**src/include/cpu_consts.svh**
```systemverilog
// ##################################################
// Core constants for opcodes, funct codes and register count
// ##################################################
`ifndef CPU_CONSTS_SVH
`define CPU_CONSTS_SVH

// Opcodes
`define OP_RTYPE 6'b000000
`define OP_J     6'b000010
`define OP_BEQ   6'b000100
`define OP_BNE   6'b000101
`define OP_ADDI  6'b001000
`define OP_LW    6'b100011
`define OP_SW    6'b101011
`define OP_HALT  6'b111111

// R-type funct codes
`define FN_ADD 6'b100000
`define FN_SUB 6'b100010
`define FN_AND 6'b100100
`define FN_OR  6'b100101
`define FN_SLT 6'b101010

`define NUM_REGS 32

`endif

```
**src/cpu_types_pkg.sv**
```systemverilog
// ##################################################
// Shared datapath types for the pipelined core
// ##################################################
package cpu_types_pkg;

  // Data and address word
  typedef logic [31:0] word_t;

  // Register index
  typedef logic [4:0] regbits_t;

  // ALU operations
  typedef enum logic [2:0] {
    ALU_ADD = 3'd0,
    ALU_SUB = 3'd1,
    ALU_AND = 3'd2,
    ALU_OR  = 3'd3,
    ALU_SLT = 3'd4
  } aluop_t;

  // Source of an execute operand
  typedef enum logic [1:0] {
    FWD_REG = 2'd0,
    FWD_MEM = 2'd1,
    FWD_WB  = 2'd2
  } fwd_sel_t;

endpackage

```
**src/register_file.sv**
```systemverilog
// ##################################################
// 32 x 32 register file with write-through reads
// ##################################################
`timescale 1ns/1ps
`include "cpu_consts.svh"

module register_file (
  input  logic                    CLK,
  input  logic                    nRST,
  input  logic                    wen,
  input  cpu_types_pkg::regbits_t wsel,
  input  cpu_types_pkg::word_t    wdat,
  input  cpu_types_pkg::regbits_t rsel1,
  input  cpu_types_pkg::regbits_t rsel2,
  output cpu_types_pkg::word_t    rdat1,
  output cpu_types_pkg::word_t    rdat2
);
  import cpu_types_pkg::*;

  word_t regs [`NUM_REGS];
  logic  wr_ok;

  // Register 0 is never written
  assign wr_ok = wen && (wsel != '0);

  always_ff @(posedge CLK, negedge nRST) begin
    if (!nRST) begin
      for (int i = 0; i < `NUM_REGS; i++) begin
        regs[i] <= '0;
      end
    end else if (wr_ok) begin
      regs[wsel] <= wdat;
    end
  end

  // Same-cycle write shows up on the read ports
  assign rdat1 = (wr_ok && wsel == rsel1) ? wdat : regs[rsel1];
  assign rdat2 = (wr_ok && wsel == rsel2) ? wdat : regs[rsel2];

endmodule

```
**src/fetch_stage.sv**
```systemverilog
// ##################################################
// Fetch stage with PC, instruction request and F/D latch
// ##################################################
`timescale 1ns/1ps

module fetch_stage #(
  parameter cpu_types_pkg::word_t PC_INIT = '0
) (
  input  logic                 CLK,
  input  logic                 nRST,
  input  logic                 ihit,
  input  cpu_types_pkg::word_t imemload,
  input  logic                 freeze,
  input  logic                 flush,
  input  logic                 branch_taken,
  input  cpu_types_pkg::word_t branch_target,
  input  logic                 halt_e,
  output logic                 imemREN,
  output cpu_types_pkg::word_t imemaddr,
  output cpu_types_pkg::word_t instr_f,
  output cpu_types_pkg::word_t npc_f
);
  import cpu_types_pkg::*;

  word_t pc;
  word_t pc_plus4;

  assign pc_plus4 = pc + 32'd4;
  assign imemaddr = pc;
  // Stop fetching once halt is in execute
  assign imemREN = !halt_e;

  always_ff @(posedge CLK, negedge nRST) begin
    if (!nRST) begin
      pc <= PC_INIT;
    end else if (!freeze) begin
      if (branch_taken) begin
        pc <= branch_target;
      end else if (ihit) begin
        pc <= pc_plus4;
      end
    end
  end

  // A zero word decodes as a bubble
  always_ff @(posedge CLK, negedge nRST) begin
    if (!nRST) begin
      instr_f <= '0;
    end else if (!freeze) begin
      instr_f <= (flush || !ihit) ? '0 : imemload;
    end
  end

  always_ff @(posedge CLK) begin
    if (!freeze) begin
      npc_f <= pc_plus4;
    end
  end

  // Memory sees a steady address until it answers
  assert property (@(posedge CLK) disable iff (!nRST)
    imemREN && !ihit |=> $stable(imemaddr));

endmodule

```
**src/decode_stage.sv**
```systemverilog
// ##################################################
// Decode stage with control, register read and D/E latch
// ##################################################
`timescale 1ns/1ps
`include "cpu_consts.svh"

module decode_stage (
  input  logic                    CLK,
  input  logic                    nRST,
  input  cpu_types_pkg::word_t    instr_f,
  input  cpu_types_pkg::word_t    npc_f,
  input  logic                    freeze,
  input  logic                    flush,
  input  logic                    wb_wen,
  input  cpu_types_pkg::regbits_t wb_reg,
  input  cpu_types_pkg::word_t    wb_data,
  output cpu_types_pkg::regbits_t rs_d,
  output cpu_types_pkg::regbits_t rt_d,
  output cpu_types_pkg::regbits_t rw_d,
  output cpu_types_pkg::word_t    rdat1_d,
  output cpu_types_pkg::word_t    rdat2_d,
  output cpu_types_pkg::word_t    imm_d,
  output cpu_types_pkg::word_t    npc_d,
  output cpu_types_pkg::word_t    jaddr_d,
  output cpu_types_pkg::aluop_t   aluop_d,
  output logic                    alusrc_d,
  output logic                    dren_d,
  output logic                    dwen_d,
  output logic                    regwen_d,
  output logic                    beq_d,
  output logic                    bne_d,
  output logic                    jump_d,
  output logic                    halt_d
);
  import cpu_types_pkg::*;

  logic [5:0] op;
  logic [5:0] funct;
  regbits_t   rs;
  regbits_t   rt;
  regbits_t   rw;
  word_t      rdat1;
  word_t      rdat2;
  aluop_t     aluop;
  logic       alusrc;
  logic       dren;
  logic       dwen;
  logic       regwen;
  logic       beq;
  logic       bne;
  logic       jump;
  logic       halt;

  assign op    = instr_f[31:26];
  assign funct = instr_f[5:0];
  assign rs    = instr_f[25:21];
  assign rt    = instr_f[20:16];

  register_file i_register_file (
    .CLK   (CLK),
    .nRST  (nRST),
    .wen   (wb_wen),
    .wsel  (wb_reg),
    .wdat  (wb_data),
    .rsel1 (rs),
    .rsel2 (rt),
    .rdat1 (rdat1),
    .rdat2 (rdat2)
  );

  // Unknown encodings fall through as a bubble
  always_comb begin
    rw     = rt;
    aluop  = ALU_ADD;
    alusrc = 1'b0;
    dren   = 1'b0;
    dwen   = 1'b0;
    regwen = 1'b0;
    beq    = 1'b0;
    bne    = 1'b0;
    jump   = 1'b0;
    halt   = 1'b0;
    case (op)
      `OP_RTYPE: begin
        rw     = instr_f[15:11];
        regwen = 1'b1;
        case (funct)
          `FN_ADD: aluop = ALU_ADD;
          `FN_SUB: aluop = ALU_SUB;
          `FN_AND: aluop = ALU_AND;
          `FN_OR:  aluop = ALU_OR;
          `FN_SLT: aluop = ALU_SLT;
          default: regwen = 1'b0;
        endcase
      end
      `OP_ADDI: begin
        alusrc = 1'b1;
        regwen = 1'b1;
      end
      `OP_LW: begin
        alusrc = 1'b1;
        dren   = 1'b1;
        regwen = 1'b1;
      end
      `OP_SW: begin
        alusrc = 1'b1;
        dwen   = 1'b1;
      end
      `OP_BEQ: begin
        aluop = ALU_SUB;
        beq   = 1'b1;
      end
      `OP_BNE: begin
        aluop = ALU_SUB;
        bne   = 1'b1;
      end
      `OP_J:    jump = 1'b1;
      `OP_HALT: halt = 1'b1;
      default:  ;
    endcase
  end

  // D/E control
  always_ff @(posedge CLK, negedge nRST) begin
    if (!nRST) begin
      {dren_d, dwen_d, regwen_d, beq_d, bne_d, jump_d, halt_d} <= '0;
    end else if (!freeze) begin
      if (flush) begin
        {dren_d, dwen_d, regwen_d, beq_d, bne_d, jump_d, halt_d} <= '0;
      end else begin
        {dren_d, dwen_d, regwen_d, beq_d, bne_d, jump_d, halt_d} <=
          {dren, dwen, regwen, beq, bne, jump, halt};
      end
    end
  end

  // D/E payload
  always_ff @(posedge CLK) begin
    if (!freeze) begin
      rs_d     <= rs;
      rt_d     <= rt;
      rw_d     <= rw;
      rdat1_d  <= rdat1;
      rdat2_d  <= rdat2;
      imm_d    <= {{16{instr_f[15]}}, instr_f[15:0]};
      npc_d    <= npc_f;
      jaddr_d  <= {npc_f[31:28], instr_f[25:0], 2'b00};
      aluop_d  <= aluop;
      alusrc_d <= alusrc;
    end
  end

endmodule

```
**src/execute_stage.sv**
```systemverilog
// ##################################################
// Execute stage with operand forwarding, ALU and targets
// ##################################################
`timescale 1ns/1ps

module execute_stage (
  input  logic                    CLK,
  input  logic                    nRST,
  input  cpu_types_pkg::regbits_t rw_d,
  input  cpu_types_pkg::word_t    rdat1_d,
  input  cpu_types_pkg::word_t    rdat2_d,
  input  cpu_types_pkg::word_t    imm_d,
  input  cpu_types_pkg::word_t    npc_d,
  input  cpu_types_pkg::word_t    jaddr_d,
  input  cpu_types_pkg::aluop_t   aluop_d,
  input  logic                    alusrc_d,
  input  logic                    dren_d,
  input  logic                    dwen_d,
  input  logic                    regwen_d,
  input  logic                    beq_d,
  input  logic                    bne_d,
  input  logic                    jump_d,
  input  logic                    halt_d,
  input  cpu_types_pkg::fwd_sel_t fwd_a,
  input  cpu_types_pkg::fwd_sel_t fwd_b,
  input  cpu_types_pkg::word_t    wb_data,
  input  logic                    freeze,
  input  logic                    flush,
  output cpu_types_pkg::word_t    alu_out_e,
  output cpu_types_pkg::word_t    store_e,
  output cpu_types_pkg::word_t    target_e,
  output cpu_types_pkg::regbits_t rw_e,
  output logic                    zero_e,
  output logic                    dren_e,
  output logic                    dwen_e,
  output logic                    regwen_e,
  output logic                    beq_e,
  output logic                    bne_e,
  output logic                    jump_e,
  output logic                    halt_e
);
  import cpu_types_pkg::*;

  word_t opa;
  word_t opb_reg;
  word_t opb;
  word_t alu_res;
  logic  hold;

  // Operand A and the register form of operand B
  always_comb begin
    case (fwd_a)
      FWD_MEM: opa = alu_out_e;
      FWD_WB:  opa = wb_data;
      default: opa = rdat1_d;
    endcase
    case (fwd_b)
      FWD_MEM: opb_reg = alu_out_e;
      FWD_WB:  opb_reg = wb_data;
      default: opb_reg = rdat2_d;
    endcase
  end

  assign opb = alusrc_d ? imm_d : opb_reg;

  always_comb begin
    case (aluop_d)
      ALU_SUB: alu_res = opa - opb;
      ALU_AND: alu_res = opa & opb;
      ALU_OR:  alu_res = opa | opb;
      ALU_SLT: alu_res = {31'b0, $signed(opa) < $signed(opb)};
      default: alu_res = opa + opb;
    endcase
  end

  // A halt parks here for good so nothing younger reaches memory
  assign hold = freeze || halt_e;

  always_ff @(posedge CLK, negedge nRST) begin
    if (!nRST) begin
      {dren_e, dwen_e, regwen_e, beq_e, bne_e, jump_e, halt_e} <= '0;
    end else if (!hold) begin
      if (flush) begin
        {dren_e, dwen_e, regwen_e, beq_e, bne_e, jump_e, halt_e} <= '0;
      end else begin
        {dren_e, dwen_e, regwen_e, beq_e, bne_e, jump_e, halt_e} <=
          {dren_d, dwen_d, regwen_d, beq_d, bne_d, jump_d, halt_d};
      end
    end
  end

  always_ff @(posedge CLK) begin
    if (!hold) begin
      alu_out_e <= alu_res;
      store_e   <= opb_reg;
      target_e  <= jump_d ? jaddr_d : npc_d + (imm_d << 2);
      rw_e      <= rw_d;
      zero_e    <= (alu_res == '0);
    end
  end

endmodule

```
**src/memory_stage.sv**
```systemverilog
// ##################################################
// Memory stage with data request, branch resolve and M/W latch
// ##################################################
`timescale 1ns/1ps

module memory_stage (
  input  logic                    CLK,
  input  logic                    nRST,
  input  cpu_types_pkg::word_t    alu_out_e,
  input  cpu_types_pkg::word_t    store_e,
  input  cpu_types_pkg::word_t    target_e,
  input  cpu_types_pkg::regbits_t rw_e,
  input  logic                    zero_e,
  input  logic                    dren_e,
  input  logic                    dwen_e,
  input  logic                    regwen_e,
  input  logic                    beq_e,
  input  logic                    bne_e,
  input  logic                    jump_e,
  input  logic                    halt_e,
  input  logic                    dhit,
  input  cpu_types_pkg::word_t    dmemload,
  input  logic                    freeze,
  input  logic                    flush,
  output logic                    dmemREN,
  output logic                    dmemWEN,
  output cpu_types_pkg::word_t    dmemaddr,
  output cpu_types_pkg::word_t    dmemstore,
  output logic                    branch_taken,
  output cpu_types_pkg::word_t    branch_target,
  output logic                    mem_wait,
  output logic                    wb_wen,
  output cpu_types_pkg::regbits_t wb_reg,
  output cpu_types_pkg::word_t    wb_data,
  output logic                    halt_m
);
  assign dmemREN   = dren_e;
  assign dmemWEN   = dwen_e;
  assign dmemaddr  = alu_out_e;
  assign dmemstore = store_e;
  assign mem_wait  = (dren_e || dwen_e) && !dhit;

  assign branch_taken  = jump_e || (beq_e && zero_e) || (bne_e && !zero_e);
  assign branch_target = target_e;

  always_ff @(posedge CLK, negedge nRST) begin
    if (!nRST) begin
      wb_wen <= 1'b0;
      halt_m <= 1'b0;
    end else if (!freeze) begin
      wb_wen <= flush ? 1'b0 : regwen_e;
      halt_m <= flush ? 1'b0 : halt_e;
    end
  end

  always_ff @(posedge CLK) begin
    if (!freeze) begin
      wb_reg  <= rw_e;
      wb_data <= dren_e ? dmemload : alu_out_e;
    end
  end

  assert property (@(posedge CLK) disable iff (!nRST)
    !(dmemREN && dmemWEN));

  // Pipeline freeze keeps the request steady until dhit
  assert property (@(posedge CLK) disable iff (!nRST)
    (dmemREN || dmemWEN) && !dhit |=> $stable(dmemaddr) && $stable(dmemstore));

endmodule

```
**src/hazard_unit.sv**
```systemverilog
// ##################################################
// Hazard unit driving per-stage flush and freeze
// ##################################################
`timescale 1ns/1ps

module hazard_unit (
  input  cpu_types_pkg::word_t    instr_f,
  input  logic                    dren_d,
  input  cpu_types_pkg::regbits_t rw_d,
  input  logic                    mem_wait,
  input  logic                    ihit,
  input  logic                    imemREN,
  input  logic                    branch_taken,
  output logic [3:0]              flush,
  output logic [3:0]              freeze
);
  logic load_use;

  // Load in decode latch feeding the instruction being decoded
  assign load_use = dren_d && (rw_d != '0) &&
                    ((rw_d == instr_f[25:21]) || (rw_d == instr_f[20:16]));

  always_comb begin
    flush  = 4'b0000;
    freeze = 4'b0000;
    if (mem_wait) begin
      freeze = 4'b1111;
    end else if (branch_taken) begin
      // Redirect waits for the pending fetch to finish
      if (imemREN && !ihit) begin
        freeze = 4'b1111;
      end else begin
        flush = 4'b1110;
      end
    end else if (load_use) begin
      freeze = 4'b1000;
      flush  = 4'b0100;
    end else if (!ihit) begin
      freeze = 4'b1000;
      flush  = 4'b0100;
    end
  end

endmodule

```
**src/forwarding_unit.sv**
```systemverilog
// ##################################################
// Forwarding unit selecting execute operand sources
// ##################################################
`timescale 1ns/1ps

module forwarding_unit (
  input  cpu_types_pkg::regbits_t rs_d,
  input  cpu_types_pkg::regbits_t rt_d,
  input  cpu_types_pkg::regbits_t rw_e,
  input  cpu_types_pkg::regbits_t rw_m,
  input  logic                    regwen_e,
  input  logic                    regwen_m,
  output cpu_types_pkg::fwd_sel_t fwd_a,
  output cpu_types_pkg::fwd_sel_t fwd_b
);
  import cpu_types_pkg::*;

  logic wr_e;
  logic wr_m;

  // Writes to register 0 never forward
  assign wr_e = regwen_e && (rw_e != '0);
  assign wr_m = regwen_m && (rw_m != '0);

  // Nearest producer wins
  assign fwd_a = (wr_e && rw_e == rs_d) ? FWD_MEM :
                 (wr_m && rw_m == rs_d) ? FWD_WB  : FWD_REG;
  assign fwd_b = (wr_e && rw_e == rt_d) ? FWD_MEM :
                 (wr_m && rw_m == rt_d) ? FWD_WB  : FWD_REG;

endmodule

```
**src/datapath.sv**
```systemverilog
// ##################################################
// Pipelined core top with stages, hazard and forwarding
// ##################################################
`timescale 1ns/1ps

module datapath #(
  parameter cpu_types_pkg::word_t PC_INIT = '0
) (
  input  logic                 CLK,
  input  logic                 nRST,
  input  logic                 ihit,
  input  cpu_types_pkg::word_t imemload,
  output logic                 imemREN,
  output cpu_types_pkg::word_t imemaddr,
  input  logic                 dhit,
  input  cpu_types_pkg::word_t dmemload,
  output logic                 dmemREN,
  output logic                 dmemWEN,
  output cpu_types_pkg::word_t dmemaddr,
  output cpu_types_pkg::word_t dmemstore,
  output logic                 halt
);
  import cpu_types_pkg::*;

  logic [3:0] flush;
  logic [3:0] freeze;

  // Fetch to decode
  word_t instr_f;
  word_t npc_f;

  // Decode to execute
  regbits_t rs_d;
  regbits_t rt_d;
  regbits_t rw_d;
  word_t    rdat1_d;
  word_t    rdat2_d;
  word_t    imm_d;
  word_t    npc_d;
  word_t    jaddr_d;
  aluop_t   aluop_d;
  logic     alusrc_d;
  logic     dren_d;
  logic     dwen_d;
  logic     regwen_d;
  logic     beq_d;
  logic     bne_d;
  logic     jump_d;
  logic     halt_d;

  // Execute to memory
  word_t    alu_out_e;
  word_t    store_e;
  word_t    target_e;
  regbits_t rw_e;
  logic     zero_e;
  logic     dren_e;
  logic     dwen_e;
  logic     regwen_e;
  logic     beq_e;
  logic     bne_e;
  logic     jump_e;
  logic     halt_e;
  fwd_sel_t fwd_a;
  fwd_sel_t fwd_b;

  // Memory outputs and writeback
  logic     branch_taken;
  word_t    branch_target;
  logic     mem_wait;
  logic     wb_wen;
  regbits_t wb_reg;
  word_t    wb_data;
  logic     halt_m;

  fetch_stage #(.PC_INIT(PC_INIT)) i_fetch_stage (
    .freeze (freeze[3]),
    .flush  (flush[3]),
    .*
  );

  decode_stage i_decode_stage (
    .freeze (freeze[2]),
    .flush  (flush[2]),
    .*
  );

  execute_stage i_execute_stage (
    .freeze (freeze[1]),
    .flush  (flush[1]),
    .*
  );

  memory_stage i_memory_stage (
    .freeze (freeze[0]),
    .flush  (flush[0]),
    .*
  );

  hazard_unit i_hazard_unit (.*);

  forwarding_unit i_forwarding_unit (
    .rs_d     (rs_d),
    .rt_d     (rt_d),
    .rw_e     (rw_e),
    .rw_m     (wb_reg),
    .regwen_e (regwen_e),
    .regwen_m (wb_wen),
    .fwd_a    (fwd_a),
    .fwd_b    (fwd_b)
  );

  // Sticky until reset
  always_ff @(posedge CLK, negedge nRST) begin
    if (!nRST) begin
      halt <= 1'b0;
    end else if (halt_m) begin
      halt <= 1'b1;
    end
  end

endmodule

```
**config.mk**
```make
export PLATFORM = sky130hd
export DESIGN_NAME = datapath
export DESIGN_NICKNAME = d
export VERILOG_FILES = /design/src/cpu_types_pkg.sv /design/src/register_file.sv /design/src/fetch_stage.sv /design/src/decode_stage.sv /design/src/execute_stage.sv /design/src/memory_stage.sv /design/src/hazard_unit.sv /design/src/forwarding_unit.sv /design/src/datapath.sv
export VERILOG_INCLUDE_DIRS = /design/src /design/src/include
export SDC_FILE = /design/constraint.sdc
export NUM_CORES = 2
export LEC_CHECK = 0
export ABC_CLOCK_PERIOD_IN_PS = 23100
export BUFFER_PORTS_ARGS = -buffer_cell sky130_fd_sc_hd__buf_4
export CAP_MARGIN = 40
export CORE_ASPECT_RATIO = 1.5
export CORE_MARGIN = 2
export CORE_UTILIZATION = 55
export CTS_BUF_LIST = sky130_fd_sc_hd__clkbuf_8
export CTS_CLUSTER_SIZE = 25
export DETAILED_ROUTE_END_ITERATION = 10
export GPL_TIMING_DRIVEN = 0
export MAX_ROUTING_LAYER = met4
export PLACE_DENSITY = 0.83
export SYNTH_ARGS = -nofsm -noshare
export SYNTH_HDL_FRONTEND = slang
export SYNTH_SLANG_ARGS = --single-unit
```
**constraint.sdc**
```tcl
create_clock -name CLK -period 23.1 [get_ports CLK]
set_clock_uncertainty 0.05 [all_clocks]
set_input_delay 6.93 -clock CLK [delete_from_list [all_inputs] [get_ports CLK]]
set_output_delay 6.93 -clock CLK [all_outputs]
set_load 0.005 [all_outputs]
```
### After elaboration in Yosys (flattened, before gate mapping)

Cells that the tools add are included.

| word-level totals | value |
|---|---|
| register bits | 1,437 |
| input bits | 68 |
| word-level logic and storage cells | 211 |

| operators by class | value |
|---|---|
| add/sub/neg operators | 4 |
| $lt $le $gt $ge | 5 |
| equality and inequality tests | 28 |
| muxes and demuxes | 62 |
| bitwise gates (word level) | 6 |
| reduce and logical (&&, ||, !) cells | 36 |

Operators by type and width:

| operator | count |
|---|---|
| $bwmux W1024 | 1 |
| $mux W32 | 13 |
| $bmux W32 S5 | 2 |
| $demux W32 S5 | 1 |
| $pmux W32 S2 | 2 |
| $pmux W32 S4 | 1 |
| $add A32 B32 Y32 | 2 |
| $eq A6 B6 Y1 const B | 8 |
| $eq A5 B5 Y1 | 8 |
| $mux W4 | 9 |
| $add A32 B3 Y32 const B | 1 |
| $and A32 B32 Y32 | 1 |
| $logic_not A32 Y1 | 1 |
| $lt A32 B32 Y1 | 1 |
| $or A32 B32 Y32 | 1 |
| $sub A32 B32 Y32 | 1 |
| $mux W1 | 24 |
| $ge A6 B6 Y1 const B | 3 |
| $not A5 Y6 | 3 |
| $logic_and A1 B1 Y1 | 15 |
| $reduce_bool A5 Y1 | 3 |
| $eq A6 B3 Y1 const B | 2 |
| $pmux W3 S4 | 1 |
| $mux W2 | 4 |
| other kinds (21) | 33 |

### Depth between registers and ports, before layout

| logic depth | value |
|---|---|
| word-level depth | 11 |
| gate-level depth with buffers | 22 |

### By module

From an unflattened synthesis, not the netlist that was laid out.

| second synthesis, totals | value |
|---|---|
| cell total of the unflattened synthesis | 5,891 |
| area total of the unflattened synthesis | 78,282.6 sq um |

Modules (own cells, without submodules):

| module | instances | cells an instance | area an instance (sq um) |
|---|---|---|---|
| register_file | 1 | 3,433 | 53,715.3 |
| execute_stage | 1 | 1,578 | 12,296.8 |
| decode_stage | 1 | 234 | 4,818.4 |
| fetch_stage | 1 | 394 | 4,435.5 |
| memory_stage | 1 | 184 | 2,493.6 |
| forwarding_unit | 1 | 34 | 270.3 |
| hazard_unit | 1 | 32 | 221.5 |
| datapath | 1 | 2 | 31.3 |

### Worst setup path before layout

No wires, ideal clock.

| timing path | value |
|---|---|
| path kind | input -> register |
| from | in dhit |
| to | reg i_execute_stage.alu_out_e[0], enable pin |
| setup time | 0.455 ns |
| arrival time | 13.319 ns |
| slack | 9.277 ns |
| cell stages on the path | 5 |
| buffers on the path | 0 |
| cell sequence | or2_2 > nand2_1 > inv_1 > nand2_1 > inv_1 |

| between the ends | value |
|---|---|
| word-level cells in the longest chain between the ends | 4 |

RTL lines:

| element | RTL line | source |
|---|---|---|
| start: declaration | datapath.sv:15 | `input logic dhit,` |
| $logic_not A1 Y1 | memory_stage.sv:41 | `assign mem_wait = (dren_e \|\| dwen_e) && !dhit;` |
| $logic_and A1 B1 Y1 | memory_stage.sv:41 |  |
| $mux W4 | hazard_unit.sv:26 | `if (mem_wait) begin` |
| $logic_or A1 B1 Y1 | execute_stage.sv:77 | `assign hold = freeze \|\| halt_e;` |
| end signal: assignment | execute_stage.sv:94 | `alu_out_e <= alu_res;` |
| end: declaration | execute_stage.sv:29 | `output cpu_types_pkg::word_t alu_out_e,` |

No other way between the ends.
A chain may end at the register's enable or synchronous reset.

==> qor.csv <==
metric,value,unit
status,completed,
synth_edf_count,302,
ys_ff_latch,1407,
max_slew.worst_pin.slew,1.15,ns
final_hold_viol_count,0,
report.final.slew_viol_count,0,
cts_tree,yes,
regMostFlops,i_decode_stage.i_register_file.regs,
groute.usage.overall,0.390,
start_util,0.552,
final_nets,6236,
pwr_density_cell,61.6,mW/mm2
fmax,105,MHz
timing.final.ws_setup,13.55,ns
async_flop_share,0.785,
pwr-share-comb,0.117,
fin_area,0.0874,mm2
slew_headroom,0.234,
rows,168,
critPathCaptureType,asynchronous set/reset pin,
die-area,0.143,mm2
synthCells,5468,
crit_type,input port to asynchronous set/reset pin,
synth_area,0.0769,mm2
power_leakage,38.8,nW
area_growth,13.7,%
placedCellCount,7692,
clock_power_share,0.396,
ys_warn_count,0,
hp-class,flip-flop to flip-flop,
ant_nets,0,
holdBufCountCts,0,
ys_types,89,
ir_drop,0.0000602,V
coreArea,0.139,mm2
fp.dieW,309,um
utilization,0.627,
grt_pass1_vias,58600,
port_buffers,167,
wl,269000,um
synth_top_area_frac,0.360,
min_period,9.55,ns
htreeDepth,4,
placed_cell_area,0.0829,mm2
clock_latency,0.98,ns
synth_top_cell_by_area,dfrtp_1,
synth.avg_cell_area,14.1,um2
cp.arrival,10.41,ns
layout_commonest_cell,dfrtp_1,
antenna_found_initial,13,
cts.sinks,1407,
setup_viol,0,
first_pass_iters,6,
grt_max_degree,193,
pin_count,168,
crit_path_start_kind,input port,
preCtsSetupSlack,12.61,ns
ctsResizeCount,0,
gp_congestion,1.02,
fin_setup_tns,0,ns
cts_buffer_depth,3,
min_period_over_period,0.414,
drtIter0Drc,6953,
cts_setup_buffers,0,
drcViolationCount,0,
holdWs,0.356,ns
largest_reg_flops,1024,
hpwl,200000,um
numCtsBuffers,202,
p_seq_frac,0.487,
grt-ovfl-total,0,
via_per_inst,6.98,
ys.flop_type,dfrtp_1,
worst-path-max-fanout,192,
required,23.96,ns
switchingPower,1.47,mW
die-height,462,um
clockRootBuffer,clkbuf_8,
finalPower,5.39,mW
rsz0062_at_grt,no,
vias,56400,
final_layout_size_suffix_gt1_frac,0.389,
routedWlPerCell,33.2,um
drv_cap,0,
layout_common_cells,"1105 x dfrtp_1, 1041 x mux2_2, 640 x mux4_2, 347 x clkbuf_1, 302 x edfxtp_1",
final_cells,8086,
netSwitchingFraction,0.274,
ys_seq_area_frac,0.478,
ys_top_cells_by_area,"dfrtp_1 36%, mux4_2 19%, mux2_2 15%",
grt_first_pass_wirelength,388000,um
synth_nets,5665,
internal_power,3.91,mW
clkTransAtPathRegs,0.07,ns
## worst paths after layout
| path | start | to | slack [ns] | depth (start not counted) |
|---|---|---|---|---|
| max in group CLK | i_memory_stage.wb_reg[2]$_DFFE_PN_ | i_execute_stage.zero_e$_DFFE_PN_ | 13.98 | 22 |
| min in group asynchronous | nRST | i_decode_stage.i_register_file.regs[937]$_DFFE_PN0P_ | 5.84 | 1 |
| worst max-delay path | nRST | i_decode_stage.i_register_file.regs[437]$_DFFE_PN0P_ | 13.55 | 5 |
| worst min register to register | i_fetch_stage.npc_f[26]$_DFFE_PN_ | i_decode_stage.npc_d[26]$_DFFE_PN_ | 0.36 | 0 |
| worst min-delay path | i_fetch_stage.npc_f[26]$_DFFE_PN_ | i_decode_stage.npc_d[26]$_DFFE_PN_ | 0.36 | 0 |
| worst max register to register | i_memory_stage.wb_reg[2]$_DFFE_PN_ | i_execute_stage.zero_e$_DFFE_PN_ | 13.98 | 22 |
## per-layer routing
metal / GRT usage / wire (um) / vias to the layer above
li1: - / - / 22000
met1: 0.408 / 85400 / 28600
met2: 0.612 / 128000 / 4146
met3: 0.100 / 26300 / 1666
met4: 0.336 / 28800 / 0
met5: - / 0 / -
## kinds of logic after synthesis
kind of cell | after synthesis | synth area share
and+or+nand+nor | 703 | 0.0426
buffers and inverters | 626 | 0.0309
muxes | 1839 | 0.360
AOI/OAI and AO/OA | 665 | 0.0559
xor gates and xnor gates | 99 | 0.0113
adders and majority gates | 129 | 0.0213
DFF | 1407 | 0.478
## cells in the mapped netlist, types with 12 or more instances
master,instances
dfrtp_1,1105
mux2_2,1041
mux4_2,640
clkbuf_1,348
edfxtp_1,302
nand2_1,294
o21ai_0,255
nor2_1,161
mux2i_1,158
buf_1,149
ha_1,126
a21oi_1,117
inv_1,117
xnor2_1,59
a22o_1,40
xor2_1,40
nand3_1,38
nor3_1,36
o211ai_1,28
a21o_1,26
nor2b_1,23
nand2b_1,22
a31oi_1,18
o21bai_1,17
and3_1,16
nor4_1,15
a211oi_1,14
o31ai_1,14
nand4_1,13
or4_1,13
o22ai_1,12
## critical path, cell delays in order
cell    delay (ns)
buf_16        0.35
buf_16        0.67
buf_16        0.50
buf_16        0.47
buf_16        0.63
## power groups by stage
stage	clock [mW]	sequential [mW]	combinational, mW
floorplan	0	2.65	0.319
global placement	0	2.67	0.544
detailed placement	0	2.67	0.601
CTS	2.13	2.62	0.604
global route	2.23	2.62	0.653
finish	2.13	2.62	0.631
## cell type report
cell class / instances / area [um2]
clock buffers: 255 / 3510
repair buffers: 367 / 3820
well taps: 1870 / 2340
flip-flops and latches: 1407 / 36700
fillers: 9843 / 51900
plain buffers: 507 / 1930
diodes: 14 / 35.0
inverters: 119 / 458
clock inverters: 112 / 793
multi-input cells: 3435 / 37800
Power figures use the tool's default switching activity.
